`config.mk`:
```
export PLATFORM = sky130hd
export DESIGN_NAME = turf_ctrl_top
export DESIGN_NICKNAME = d
export VERILOG_FILES = /design/src/rtl/turf_ctrl_pkg.sv /design/src/rtl/turf_apb_front.sv /design/src/rtl/turf_ctrl_top.sv /design/src/rtl/turf_id_bridge.sv /design/src/rtl/turf_uart_ticks.sv
export SDC_FILE = /design/constraint.sdc
export NUM_CORES = 1
export LEC_CHECK = 0
export BUFFER_PORTS_ARGS = -buffer_cell sky130_fd_sc_hd__buf_4
export CAP_MARGIN = 10
export CORE_MARGIN = 4
export CORE_UTILIZATION = 40
export CTS_CLUSTER_SIZE = 28
export DETAILED_ROUTE_END_ITERATION = 8
export PLACE_DENSITY = 0.71
export SLEW_MARGIN = 40
export SYNTH_ARGS = -nofsm -noshare
export SYNTH_HDL_FRONTEND = slang
export SYNTH_SLANG_ARGS = --single-unit
```
`constraint.sdc`:
```
create_clock -name ps_clk -period 3 [get_ports ps_clk]
set_input_delay 0.6 -clock ps_clk [delete_from_list [all_inputs] [get_ports ps_clk]]
set_output_delay 0.6 -clock ps_clk [all_outputs]
set_load 0.005 [all_outputs]
```
`src/rtl/turf_ctrl_pkg.sv`:
```
`default_nettype none

package turf_ctrl_pkg;

    ////////////////////////////////////////////////////////////
    // Widths
    ////////////////////////////////////////////////////////////

    // APB byte address
    localparam int APB_ADDR_W = 12;
    // Register data
    localparam int DATA_W = 32;
    // Crate links
    localparam int NUM_LINKS = 4;
    // One bridge type field per link
    localparam int BRIDGE_W = 2;
    // Phase accumulators of the 16x generators
    localparam int HSK_ACC_W = 10;
    localparam int GPS_ACC_W = 12;
    // Readable tick counters
    localparam int TICK_CNT_W = 16;

    ////////////////////////////////////////////////////////////
    // APB bus
    ////////////////////////////////////////////////////////////

    // Request from the master
    typedef struct packed {
        logic                  psel;
        logic                  penable;
        logic                  pwrite;
        logic [APB_ADDR_W-1:0] paddr;
        logic [DATA_W-1:0]     pwdata;
    } apb_req_t;

    // Response back to the master
    typedef struct packed {
        logic [DATA_W-1:0] prdata;
        logic              pready;
        logic              pslverr;
    } apb_rsp_t;

    // Front end FSM
    typedef enum logic [1:0] {
        APB_IDLE,
        APB_ACCESS,
        APB_RESP
    } apb_state_e;

    ////////////////////////////////////////////////////////////
    // Register map
    ////////////////////////////////////////////////////////////

    // Byte addresses, anything else is unmapped
    typedef enum logic [APB_ADDR_W-1:0] {
        REG_IDENT       = 12'h000,
        REG_DATEVER     = 12'h004,
        REG_BRIDGE_SEL  = 12'h008,
        REG_BRIDGE_STAT = 12'h00C,
        REG_HSK_TICKS   = 12'h010,
        REG_GPS_TICKS   = 12'h014
    } reg_addr_e;

    // Decoded access, one cycle wide
    typedef struct packed {
        logic              wr_en;
        logic              rd_en;
        reg_addr_e         addr;
        logic [DATA_W-1:0] wdata;
    } reg_req_t;

    // Register bridge type per crate link
    typedef enum logic [BRIDGE_W-1:0] {
        BRIDGE_NONE   = 2'd0,
        BRIDGE_AURORA = 2'd1,
        BRIDGE_RSVD2  = 2'd2,
        BRIDGE_RSVD3  = 2'd3
    } bridge_type_e;

endpackage

`default_nettype wire

```
`src/rtl/turf_apb_front.sv`:
```
`default_nettype none

module turf_apb_front import turf_ctrl_pkg::*; (
    input  wire                ps_clk,
    input  wire                rst_i,
    input  wire apb_req_t      apb_req_i,
    output apb_rsp_t           apb_rsp_o,
    output reg_req_t           reg_req_o,
    input  wire [DATA_W-1:0]   id_rdata_i,
    input  wire [DATA_W-1:0]   tick_rdata_i
);

    // FSM state
    apb_state_e        state_q;
    // Decoded access strobes
    logic              wr_en_q;
    logic              rd_en_q;
    // Access payload, held through the transfer
    reg_addr_e         addr_q;
    logic [DATA_W-1:0] wdata_q;
    // Error and read source of the current transfer
    logic              err_q;
    logic              tick_sel_q;

    // Bus phase
    logic              setup;
    logic              access;
    // Address decode
    logic              mapped;
    logic              read_only;
    logic              tick_addr;

    ////////////////////////////////////////////////////////////
    // Decode
    ////////////////////////////////////////////////////////////

    always_comb begin
        // Setup has psel only, access has both
        setup  = apb_req_i.psel & ~apb_req_i.penable;
        access = apb_req_i.psel & apb_req_i.penable;
    end

    always_comb begin
        mapped    = 1'b0;
        read_only = 1'b0;
        tick_addr = 1'b0;
        case (apb_req_i.paddr)
            // Constants
            REG_IDENT, REG_DATEVER: begin
                mapped    = 1'b1;
                read_only = 1'b1;
            end
            // Bridge control
            REG_BRIDGE_SEL, REG_BRIDGE_STAT: begin
                mapped = 1'b1;
            end
            // Tick counters live in the other part
            REG_HSK_TICKS, REG_GPS_TICKS: begin
                mapped    = 1'b1;
                tick_addr = 1'b1;
            end
            default: begin
                mapped = 1'b0;
            end
        endcase
    end

    ////////////////////////////////////////////////////////////
    // Transfer FSM
    ////////////////////////////////////////////////////////////

    // Setup seen in IDLE, first access cycle in ACCESS,
    // pready during RESP so one wait state always
    always_ff @(posedge ps_clk) begin
        if (rst_i) begin
            state_q    <= APB_IDLE;
            wr_en_q    <= 1'b0;
            rd_en_q    <= 1'b0;
            err_q      <= 1'b0;
            tick_sel_q <= 1'b0;
        end else begin
            // Strobes last one cycle
            wr_en_q <= 1'b0;
            rd_en_q <= 1'b0;
            case (state_q)
                APB_IDLE: begin
                    if (setup) begin
                        state_q    <= APB_ACCESS;
                        // Only legal accesses reach the parts
                        wr_en_q    <= apb_req_i.pwrite & mapped & ~read_only;
                        rd_en_q    <= ~apb_req_i.pwrite & mapped;
                        err_q      <= ~mapped | (apb_req_i.pwrite & read_only);
                        tick_sel_q <= tick_addr;
                    end
                end
                APB_ACCESS: begin
                    // Master dropped psel, abandon
                    if (access) begin
                        state_q <= APB_RESP;
                    end else begin
                        state_q <= APB_IDLE;
                    end
                end
                APB_RESP: begin
                    state_q <= APB_IDLE;
                end
                default: begin
                    state_q <= APB_IDLE;
                end
            endcase
        end
    end

    // Latch address and write data at setup
    always_ff @(posedge ps_clk) begin
        if (state_q == APB_IDLE && setup) begin
            addr_q  <= reg_addr_e'(apb_req_i.paddr);
            wdata_q <= apb_req_i.pwdata;
        end
    end

    ////////////////////////////////////////////////////////////
    // Outputs
    ////////////////////////////////////////////////////////////

    always_comb begin
        reg_req_o.wr_en = wr_en_q;
        reg_req_o.rd_en = rd_en_q;
        reg_req_o.addr  = addr_q;
        reg_req_o.wdata = wdata_q;
    end

    always_comb begin
        apb_rsp_o.pready  = (state_q == APB_RESP);
        apb_rsp_o.pslverr = (state_q == APB_RESP) & err_q;
        // Parts hold their word from the edge entering RESP
        apb_rsp_o.prdata  = tick_sel_q ? tick_rdata_i : id_rdata_i;
    end

endmodule

`default_nettype wire

```
`src/rtl/turf_ctrl_top.sv`:
```
`default_nettype none

module turf_ctrl_top import turf_ctrl_pkg::*; #(
    parameter logic [DATA_W-1:0]    IDENT       = "TURF",
    // Rev flag, 15-bit date, version 0.2.26
    parameter logic [DATA_W-1:0]    DATEVERSION = 32'h0000_021A,
    parameter logic [HSK_ACC_W-1:0] HSK_ADD     = 10'd82,
    parameter logic [GPS_ACC_W-1:0] GPS_ADD     = 12'd25
) (
    input  wire                          ps_clk,
    input  wire                          rst_i,
    input  wire apb_req_t                apb_req_i,
    output apb_rsp_t                     apb_rsp_o,
    input  wire [NUM_LINKS-1:0]          link_up_i,
    output bridge_type_e [NUM_LINKS-1:0] bridge_type_o,
    output logic                         hsk_tick_o,
    output logic                         gps_tick_o
);

    // Decoded access to both parts
    reg_req_t          reg_req;
    // Read words back from each part
    logic [DATA_W-1:0] id_rdata;
    logic [DATA_W-1:0] tick_rdata;

    ////////////////////////////////////////////////////////////
    // APB front end
    ////////////////////////////////////////////////////////////

    turf_apb_front u_front (
        .ps_clk       (ps_clk),
        .rst_i        (rst_i),
        .apb_req_i    (apb_req_i),
        .apb_rsp_o    (apb_rsp_o),
        .reg_req_o    (reg_req),
        .id_rdata_i   (id_rdata),
        .tick_rdata_i (tick_rdata)
    );

    ////////////////////////////////////////////////////////////
    // Register parts
    ////////////////////////////////////////////////////////////

    // Identity and crate bridge control
    turf_id_bridge #(
        .IDENT       (IDENT),
        .DATEVERSION (DATEVERSION)
    ) u_id_bridge (
        .ps_clk        (ps_clk),
        .rst_i         (rst_i),
        .reg_req_i     (reg_req),
        .rdata_o       (id_rdata),
        .link_up_i     (link_up_i),
        .bridge_type_o (bridge_type_o)
    );

    // UART 16x ticks
    turf_uart_ticks #(
        .HSK_ADD (HSK_ADD),
        .GPS_ADD (GPS_ADD)
    ) u_ticks (
        .ps_clk     (ps_clk),
        .rst_i      (rst_i),
        .reg_req_i  (reg_req),
        .rdata_o    (tick_rdata),
        .hsk_tick_o (hsk_tick_o),
        .gps_tick_o (gps_tick_o)
    );

endmodule

`default_nettype wire

```
`src/rtl/turf_id_bridge.sv`:
```
`default_nettype none

module turf_id_bridge import turf_ctrl_pkg::*; #(
    parameter logic [DATA_W-1:0] IDENT       = "TURF",
    parameter logic [DATA_W-1:0] DATEVERSION = 32'h0000_021A
) (
    input  wire                          ps_clk,
    input  wire                          rst_i,
    input  wire reg_req_t                reg_req_i,
    output logic [DATA_W-1:0]            rdata_o,
    input  wire [NUM_LINKS-1:0]          link_up_i,
    output bridge_type_e [NUM_LINKS-1:0] bridge_type_o
);

    // Sticky flags, one per link
    logic [NUM_LINKS-1:0]         invalid_q;
    // Write data split into per-link types
    bridge_type_e [NUM_LINKS-1:0] wr_type;
    // New type usable on that link right now
    logic [NUM_LINKS-1:0]         wr_ok;
    // Register hits
    logic                         sel_wr;
    logic                         stat_wr;

    ////////////////////////////////////////////////////////////
    // Validity rule
    ////////////////////////////////////////////////////////////

    // NONE always ok, Aurora needs the link up
    // Reserved codes never ok
    function automatic logic type_valid(input bridge_type_e t, input logic up);
        case (t)
            BRIDGE_NONE: begin
                return 1'b1;
            end
            BRIDGE_AURORA: begin
                return up;
            end
            default: begin
                return 1'b0;
            end
        endcase
    endfunction

    always_comb begin
        sel_wr  = reg_req_i.wr_en & (reg_req_i.addr == REG_BRIDGE_SEL);
        stat_wr = reg_req_i.wr_en & (reg_req_i.addr == REG_BRIDGE_STAT);
    end

    // Link n sits at bits 2n+1:2n
    always_comb begin
        for (int n = 0; n < NUM_LINKS; n++) begin
            wr_type[n] = bridge_type_e'(reg_req_i.wdata[BRIDGE_W*n +: BRIDGE_W]);
            wr_ok[n]   = type_valid(wr_type[n], link_up_i[n]);
        end
    end

    ////////////////////////////////////////////////////////////
    // Selection and status
    ////////////////////////////////////////////////////////////

    always_ff @(posedge ps_clk) begin
        if (rst_i) begin
            // All links start unbridged
            for (int n = 0; n < NUM_LINKS; n++) begin
                bridge_type_o[n] <= BRIDGE_NONE;
            end
            invalid_q <= '0;
        end else if (sel_wr) begin
            // Selection always taken, bad ones flagged
            bridge_type_o <= wr_type;
            invalid_q     <= invalid_q | ~wr_ok;
        end else if (stat_wr) begin
            // Write 1 to clear
            invalid_q <= invalid_q & ~reg_req_i.wdata[NUM_LINKS-1:0];
        end
    end

    ////////////////////////////////////////////////////////////
    // Read back
    ////////////////////////////////////////////////////////////

    always_ff @(posedge ps_clk) begin
        if (rst_i) begin
            rdata_o <= '0;
        end else if (reg_req_i.rd_en) begin
            case (reg_req_i.addr)
                REG_IDENT: begin
                    rdata_o <= IDENT;
                end
                // Rev flag, date, then major/minor/rev
                REG_DATEVER: begin
                    rdata_o <= DATEVERSION;
                end
                REG_BRIDGE_SEL: begin
                    rdata_o <= DATA_W'(bridge_type_o);
                end
                // Link status above the flags
                REG_BRIDGE_STAT: begin
                    rdata_o <= DATA_W'({link_up_i, invalid_q});
                end
                // Tick registers belong elsewhere
                default: begin
                    rdata_o <= '0;
                end
            endcase
        end
    end

endmodule

`default_nettype wire

```
`src/rtl/turf_uart_ticks.sv`:
```
`default_nettype none

module turf_uart_ticks import turf_ctrl_pkg::*; #(
    parameter logic [HSK_ACC_W-1:0] HSK_ADD = 10'd82,
    parameter logic [GPS_ACC_W-1:0] GPS_ADD = 12'd25
) (
    input  wire               ps_clk,
    input  wire               rst_i,
    input  wire reg_req_t     reg_req_i,
    output logic [DATA_W-1:0] rdata_o,
    output logic              hsk_tick_o,
    output logic              gps_tick_o
);

    // Generator 0 is housekeeping, 1 is GPS
    localparam int NUM_GEN = 2;

    wire  [NUM_GEN-1:0]                 tick;
    wire  [NUM_GEN-1:0][TICK_CNT_W-1:0] tick_cnt;
    // Counter clear on write
    logic [NUM_GEN-1:0]                 cnt_clr;

    always_comb begin
        cnt_clr[0] = reg_req_i.wr_en & (reg_req_i.addr == REG_HSK_TICKS);
        cnt_clr[1] = reg_req_i.wr_en & (reg_req_i.addr == REG_GPS_TICKS);
    end

    ////////////////////////////////////////////////////////////
    // Fractional 16x generators
    ////////////////////////////////////////////////////////////

    // 82/1024 of 100 MHz is about 8 MHz
    // 25/4096 of 100 MHz is about 16 x 38400
    for (genvar g = 0; g < NUM_GEN; g++) begin : g_gen
        localparam int ACC_W = (g == 0) ? HSK_ACC_W : GPS_ACC_W;
        localparam logic [ACC_W-1:0] ADD = (g == 0) ? ACC_W'(HSK_ADD) : ACC_W'(GPS_ADD);

        logic [ACC_W-1:0]      acc_q;
        logic                  carry_q;
        logic [TICK_CNT_W-1:0] cnt_q;

        // Carry out of the phase wrap is the tick
        always_ff @(posedge ps_clk) begin
            if (rst_i) begin
                acc_q   <= '0;
                carry_q <= 1'b0;
            end else begin
                {carry_q, acc_q} <= {1'b0, acc_q} + {1'b0, ADD};
            end
        end

        // Clear beats a coincident tick
        always_ff @(posedge ps_clk) begin
            if (rst_i || cnt_clr[g]) begin
                cnt_q <= '0;
            end else if (carry_q) begin
                cnt_q <= cnt_q + 1'b1;
            end
        end

        assign tick[g]     = carry_q;
        assign tick_cnt[g] = cnt_q;
    end

    always_comb begin
        hsk_tick_o = tick[0];
        gps_tick_o = tick[1];
    end

    // Counters in the low half
    always_ff @(posedge ps_clk) begin
        if (rst_i) begin
            rdata_o <= '0;
        end else if (reg_req_i.rd_en) begin
            case (reg_req_i.addr)
                REG_HSK_TICKS: begin
                    rdata_o <= DATA_W'(tick_cnt[0]);
                end
                REG_GPS_TICKS: begin
                    rdata_o <= DATA_W'(tick_cnt[1]);
                end
                default: begin
                    rdata_o <= '0;
                end
            endcase
        end
    end

endmodule

`default_nettype wire

```
Word-level counts from Yosys, hierarchy flattened. Cells that the tools add are included.

Bitwise gates (word level): 22. Reduce and logical (&&, ||, !) cells: 16. Add/subtract/negate cells: 4. Equality and inequality tests: 17. Mux-type cells: 15.

Operator list (number): $pmux W31 S4 (1); $eq A12 B4 Y1 const B (4); $eq A12 B5 Y1 const B (4); $add A16 B1 Y16 const B (2); $mux W32 (1); $pmux W16 S2 (1); $eq A12 B3 Y1 const B (2); $logic_not A12 Y1 (2); $add A12 B5 Y13 const B (1); $add A10 B7 Y11 const B (1); $and A1 B1 Y1 (11); $eq A2 B1 Y1 const B (5); $logic_not A2 Y1 (5); $mux W4 (2); $not A4 Y4 (2); $pmux W1 S2 (4); $not A1 Y1 (6); $reduce_or A6 Y1 (1); $and A4 B4 Y4 (1); $mux W2 (2); $or A4 B4 Y4 (1); $pmux W2 S2 (1); $reduce_or A2 Y1 (2); $mux W1 (3); 8 further kinds (9).

Word-level logic and storage cells: 94. Register bits: 158. Input bits: 53. Output and inout bits: 44.

Depth between registers and ports, before layout. Gate-level depths: netlist of the first run.

Word-level depth: 5. Gate-level depth with buffers: 6. Mapped depth without buffers: 6.

By module. A second synthesis of the first run with hierarchy kept.

Cells, all modules: 582. Area total of the unflattened synthesis: 6276.0 sq um.

By module, submodules not included: turf_uart_ticks (cells an instance 338, times used 1, area an instance 3109.2 sq um, seq. area each 1421.4 sq um); turf_apb_front (cells an instance 113, times used 1, area an instance 2004.4 sq um, seq. area each 1441.4 sq um); turf_id_bridge (cells an instance 131, times used 1, area an instance 1162.4 sq um, seq. area each 440.4 sq um).

Least setup slack after synthesis of the first run. Ideal clock, no wire load.

Path type: input-to-reg. Start: input port apb_req_i[46] (netlist name). End: register u_front.tick_sel_q. Stages: 6. Arrival: 2.302 ns. Setup slack: 0.627 ns. Setup time: 0.071 ns. Buffers on the path: 0. Required time: 2.929 ns. Cell sequence: nand2b_1 -> or3_1 -> inv_1 -> nand4_1 -> or3b_2 -> a21oi_1.

Word-level cells in the longest chain between the ends: 2.

RTL lines: start, declared (line turf_ctrl_top.sv:12) `input wire apb_req_t apb_req_i,`; $and A1 B1 Y1 (line turf_apb_front.sv:39) `setup = apb_req_i.psel & ~apb_req_i.penable;`; $reduce_and A2 Y1 (no line); end signal, assigned (line turf_apb_front.sv:93) `tick_sel_q <= tick_addr;`; end, declared (line turf_apb_front.sv:23) `logic tick_sel_q;`.

Every way passes these cells. A chain may end at the register's enable or synchronous reset.

Worst setup path in the final report of the first run.
Start: register u_front.addr_q[9]. End: register u_ticks.g_gen[0].cnt_q[15].

Word-level cells in the longest chain between the ends: 3.

RTL lines: start, declared (line turf_apb_front.sv:19) `reg_addr_e addr_q;`; start signal, assigned (line turf_apb_front.sv:117) `addr_q <= reg_addr_e'(apb_req_i.paddr);`; $eq A12 B5 Y1 (line turf_uart_ticks.sv:24) `cnt_clr[0] = reg_req_i.wr_en & (reg_req_i.addr == REG_HSK_TICKS);`; $and A1 B1 Y1 (line turf_uart_ticks.sv:24); $logic_or A1 B1 Y1 (line turf_uart_ticks.sv:54) `if (rst_i || cnt_clr[g]) begin`; end signal, assigned (line turf_uart_ticks.sv:57) `cnt_q <= cnt_q + 1'b1;`; end, declared (line turf_uart_ticks.sv:40) `logic [TICK_CNT_W-1:0] cnt_q;`.

Every way passes these cells.

==> metrics.cfg, run 1 <==
[sta]
period_share=0.7911
worst_slew_margin_rel=0.4849
fin_ws_ns=0.6267
clock.fmax_ghz=0.4213
grt_setup_unrepaired=no
setup_viol=0
fin_tns_setup_ns=0
skew_ns=0.008608
timing.final.crit_period_ns=2.373
worst_pin_slew_ns=0.7674
hold_viol_final=0
drv_slew=0

[cts]
cts_inserted_buffers=17
ctsResizeCount=0
insertion_delay_ns=0.40
root_buffer=clkbuf_16
path_clk_slew_ns=0.05
cts_tree=done
postCtsHoldBufs=0
cts_buffer_depth=2
clock_sinks=119
cts_htree_levels=4
cts_setup_buffers=0

[place]
finalWeightedCongestion=0.8868
dp_slack_ns=0.5770
postPlaceCellArea_mm2=0.005709
dp_hpwl_mm=7.682
io_buffer_count=63

[worst_setup_path]
rr_startpoint=u_front.addr_q[9]
r2r_cells=4
required_ns=3.26
cp-start-kind=flop
crit_path_max_fanout=16
endpoint_kind=flop
crit_type=flop to flop
r2r_slack_ns=0.63
r2r_end=u_ticks.g_gen[0].cnt_q[15]
arrival_ns=2.63

[min_path]
min_path_type=input port to flop
hold_depth=1
hold_start=apb_req_i[4]
min_to=u_front.wdata_q[4]

[synth]
yosysTopAreaCell=dfxtp_1
ys_seq_area_frac=0.5021
synth_area_per_cell_um2=9.797
synth_edf_count=20
yosysWarnings=0
ys.flop_type=dfxtp_1
async_flop_share=0
yosys-top-cells-area=dfxtp_1 39%, edfxtp_1 12%, mux2i_1 6.0%, xnor2_1 5.1%, nor2_1 5.0%
yosys.cell_types.count=52
ys_ff_latch=119
synth_top_area_share=0.3853
netlist_area_mm2=0.005144
syn_inst=525

[floorplanning]
start_util=0.4076
die_w_um=121.4
die_area_mm2=0.01474
rows=41
ios=97
core_area_mm2=0.01262
die_h_um=121.4

[drt]
ant_nets=0
drt_iter0_markers=158
routedWlPerCell_um=13.95
vias_per_cell=5.075
wl_mm=10.77
vias=3918
drt-pass1-iter-count=4
drc=0

[final_layout]
regArea_mm2=0.002582
stdcell_area_mm2=0.006284
drive_gt1_frac=0.2150
utilization=0.4979
diodes=0
final_common_cell=dfxtp_1
multiInputGateArea_mm2=0.002333
syn_to_final_growth_pct=22.16
fin_nets=644
layout_common_cells=99 x dfxtp_1, 71 x buf_4, 68 x nor2_1
n_fill_cell=1172

[power]
peakVddDrop_uv=437.3
power.leakage_uw=0.002378
p_per_area_mw_per_mm2=601.8
totalPowerFinal_uw=3781

[outcome]
outcome=finished, final reports clean

[global_route]
grt_pass1_vias=3787
grt_use_total=0.1521
grt_max_degree=45
grt_pass1_wl_mm=17.73
grt_overflow=0
antenna_found_initial=0

[job]
maxCapViolations=0

==> sequential cells by signal (all words and copies together), names as in the netlist, 2 cells and up <==
signal                     cells
u_ticks.g_gen.cnt_q           32
u_ticks.g_gen.acc_q           21
u_ticks.rdata_o               16
u_front.addr_q                12
u_id_bridge.rdata_o           10
u_front.wdata_q                8
u_id_bridge.bridge_type_o      8
u_id_bridge.invalid_q          4
u_front.state_q                2
==> through the flow <==
stage / hold slack (ns) / std cells
floorplan: 0.4167 / 533
global placement: 0.4291 / 740
detailed placement: 0.4359 / 740
CTS: 0.3520 / 772
global route: 0.3470 / 772
finish: 0.3734 / 772
==> power by group <==
group / total (µW) / internal (µW) / switching, µW
logic: 152 / 70.4 / 81.4
registers: 1700 / 1660 / 34.4
clock network: 1930 / 1240 / 692
total: 3780 / 2970 / 807
==> synth_stat cells, types with 10 or more instances <==
library cell,instances
edfxtp_1,20
o21ai_2,10
nand3_1,13
inv_1,12
nor2_1,68
nand2_1,42
nor3_1,13
dfxtp_1,99
a21oi_1,19
o21ai_0,12
xnor2_1,30
clkbuf_1,13
nand4_1,16
mux2i_1,31
buf_4,17
xor2_1,12
==> worst max-delay path, cell delays in order, from the launching register on <==
cell and delay, ns:
edfxtp_1 0.35, or4_4 0.58, or4_4 0.53, o31ai_4 0.64
nor2_1 0.12
==> routing by layer <==
metal,vias to the layer above,routed length (µm),global-route usage
met3,19,493,0.04802
li1,1948,-,-
met1,1850,4778,0.1853
met4,0,297,0.06723
met5,-,0,0
met2,101,5200,0.2466
==> layout make-up <==
class,instances,share of cell area
Sequential cell,119,0.4110
Inverter,12,0.007168
Multi-Input combinational cell,366,0.3714
Timing Repair Buffer,71,0.08483
Clock buffer,20,0.07109
Clock inverter,12,0.02031
Tap cell,172,0.03425
==> worst max-delay path by stage <==
stage	start	endpoint	slack, ns	cells past startpoint
4_1_cts	u_front.addr_q[9]	u_ticks.rdata_o[9]	0.56	4
5_1_grt	u_front.addr_q[9]	u_ticks.g_gen[0].cnt_q[9]	0.55	4
6_report	u_front.addr_q[9]	u_ticks.g_gen[0].cnt_q[15]	0.63	4
3_5_place_dp	u_front.addr_q[9]	u_ticks.rdata_o[9]	0.58	4
3_3_place_gp	u_front.addr_q[9]	u_ticks.rdata_o[6]	0.66	4
2_1_floorplan	apb_req_i[46]	u_front.tick_sel_q	0.63	6
==> cell families (layout without fill, tap and decap cells) <==
| group | after synthesis | after routing | share of synthesized area |
|---|---|---|---|
| and+or+nand+nor | 204 | 204 | 0.1961 |
| buffers and inverters | 48 | 115 | 0.05133 |
| xor gates and xnor gates | 42 | 42 | 0.07151 |
| adders and majority gates | 4 | 4 | 0.009730 |
| DFF | 119 | 119 | 0.5021 |
| muxes | 40 | 40 | 0.08003 |
| other | 1 | 9 | 0.0007290 |
| AOI/OAI and AO/OA | 67 | 67 | 0.08854 |
No activity file was read; power rests on OpenSTA's default activity.
==> inputs of run 2 (changes only) <==
--- a/config.mk
+++ b/config.mk
@@ -11,7 +11,7 @@
 export CORE_UTILIZATION = 40
 export CTS_CLUSTER_SIZE = 28
 export DETAILED_ROUTE_END_ITERATION = 8
-export PLACE_DENSITY = 0.71
+export PLACE_DENSITY = 0.73
 export SLEW_MARGIN = 40
 export SYNTH_ARGS = -nofsm -noshare
 export SYNTH_HDL_FRONTEND = slang
==> constraint.sdc (replaced) <==
create_clock -name ps_clk -period 1.99 [get_ports ps_clk]
set_input_delay 0.398 -clock ps_clk [delete_from_list [all_inputs] [get_ports ps_clk]]
set_output_delay 0.398 -clock ps_clk [all_outputs]
set_load 0.005 [all_outputs]
==> run 2 against run 1 <==
  * The run now ends with negative setup slack left
  * Combinational power rose by 66%
  * Fmax rose by 16%
  * Count of clock-buffer cells in the layout shrank 2
  * Clock skew is 0.0010 ns higher
  * Via count increased by 1.0%
  * Critical path depth up 2
  * Die area unchanged
  * Register-to-register slack worse by 0.68 ns
  * Final area increased by 2.8%
  * First-iteration DRC count increased by 35%
  * Critical endpoint is now u_ticks.g_gen[1].cnt_q[14]
==> metrics.cfg, run 2 (synthesis gave the netlist of run 1 again) <==
[outcome]
outcome=finished with violations
violations=negative setup slack

[cts]
cts_inserted_buffers=17
path_clk_slew_ns=0.06
cts_buffer_depth=2
insertion_delay_ns=0.41
postCtsHoldBufs=0
cts_htree_levels=4
clock_sinks=119
cts_tree=done
root_buffer=clkbuf_16

[sta]
timing.final.crit_period_ns=2.038
grt_setup_unrepaired=yes
drv_slew=0
worst_pin_slew_ns=0.7018
fin_ws_ns=-0.04846
fin_tns_setup_ns=-0.4495
setup_viol=19
skew_ns=0.009630
period_share=1.024
clock.fmax_ghz=0.4906
hold_viol_final=0
worst_slew_margin_rel=0.5289

[power]
p_int_uw=4349
power_switching_uw=1308
clkPwrFrac=0.504
seq_power_share=0.452
p_per_area_mw_per_mm2=875.9
switching_share=0.2312
p_comb_frac=0.045
power.leakage_uw=0.002468
peakVddDrop_uv=760.0

[final_layout]
diodes=0
final_common_cell=dfxtp_1
drive_gt1_frac=0.2492
layout_common_cells=99 x dfxtp_1, 80 x buf_4, 68 x nor2_1
largest_register_ffs=32
utilization=0.5118
syn_to_final_growth_pct=25.57
top_register=u_ticks.g_gen.cnt_q
largest_registers=u_ticks.g_gen.cnt_q: 32 flops, u_ticks.g_gen.acc_q: 21 flops, u_ticks.rdata_o: 16 flops
fin_nets=658

[worst_setup_path]
required_ns=2.28
crit_family=simple AND/OR/NAND/NOR gates
critPathBufInv=2
crit_path_max_fanout=16
endpoint_kind=flop
critPathMostFrequentCell=or4_4
cp-start-kind=flop
path_cells=or4_4 > or4_4 > buf_6 > o21ai_4 > buf_12 > nor2_1
slowest_stage=or4_4
cp_slowest_stage_delay_ns=0.55
arrival_ns=2.32
crit_type=flop to flop

[floorplanning]
die_area_mm2=0.01474
core_area_mm2=0.01262
ios=97
die_h_um=121.4
start_util=0.4076
die_w_um=121.4
rows=41

[global_route]
grt_max_degree=45
grt_use_total=0.1617
antenna_found_initial=0
grt_pass1_wl_mm=19.26
grt_overflow=0
grt_pass1_vias=4086

[place]
finalWeightedCongestion=0.8487
dp_hpwl_mm=8.001
io_buffer_count=63

[job]
maxCapViolations=0

[drt]
drt_iter0_markers=214
vias=3957
ant_nets=0
wl_mm=11.37
drt-pass1-iter-count=4
vias_per_cell=5.034
routedWlPerCell_um=14.47
drc=0

[min_path]
min_path_type=input port to flop

## run 2: worst paths after layout
path | start | endpoint | slack (ns) | cells past startpoint
worst max-delay path | u_front.addr_q[10] | u_ticks.g_gen[1].cnt_q[14] | -0.05 | 6
worst min-delay path | apb_req_i[5] | u_front.wdata_q[5] | 0.17 | 1
worst max register to register | u_front.addr_q[10] | u_ticks.g_gen[1].cnt_q[14] | -0.05 | 6
worst min register to register | u_ticks.rdata_o[11] | u_ticks.rdata_o[11] | 0.45 | 2
## run 2: area by class of cell
cell class                 instances  area [µm²]
timing repair buffer              85       674.4
clock inverter                    14       126.4
sequential                       119        2582
fill                            1144        6161
multi-input combinational        366        2382
tap                              172       215.2
inverter                          12       48.80
clock buffer                      18       429.2
## run 2: what timing repair did
item | 4_1_cts | 5_1_grt
gates resized for setup | 14 | 5
cloned | 1 | 0
hold endpoints to repair | 0 | 0
setup buffers | 0 | 0
pin swaps | 2 | 2
setup endpoints to repair | 35 | 69
## run 2: routing by layer
layer / global-route usage / vias to the layer above / wire length (µm)
li1: - / 1972 / -
met1: 0.1937 / 1872 / 4895
met2: 0.2815 / 88 / 5742
met3: 0.04009 / 25 / 495
met4: 0.05602 / 0 / 238
met5: 0 / - / 0
## run 2: power by group through the flow
| stage | logic (µW) | clock network, µW | registers (µW) |
|---|---|---|---|
| final | 252 | 2850 | 2560 |
| after floorplan | 167 | 0 | 2590 |
| after global placement | 237 | 0 | 2600 |
| after global routing | 283 | 3020 | 2560 |
| after detailed placement | 250 | 0 | 2610 |
| after CTS | 253 | 2900 | 2550 |
## run 2: metrics by stage
step                      instance area [µm²]  worst slack (ns)  total power (µW)  cells  hold WS [ns]
after CTS                                6459          -0.04641              5705    787        0.1555
after floorplan                          5201          -0.01850              2760    533        0.4167
after global routing                     6459           -0.1024              5867    786        0.1545
after detailed placement                 5866          -0.05425              2855    754        0.4403
after global placement                   5866          -0.02226              2835    754        0.4308
final                                    6459          -0.04846              5657    786        0.1655
## run 2: worst register-to-register path, cell delays in order (launching register included)
cell      delay, ns
edfxtp_1       0.37
or4_4          0.55
or4_4          0.47
buf_6          0.15
o21ai_4        0.15
buf_12         0.16
nor2_1         0.07
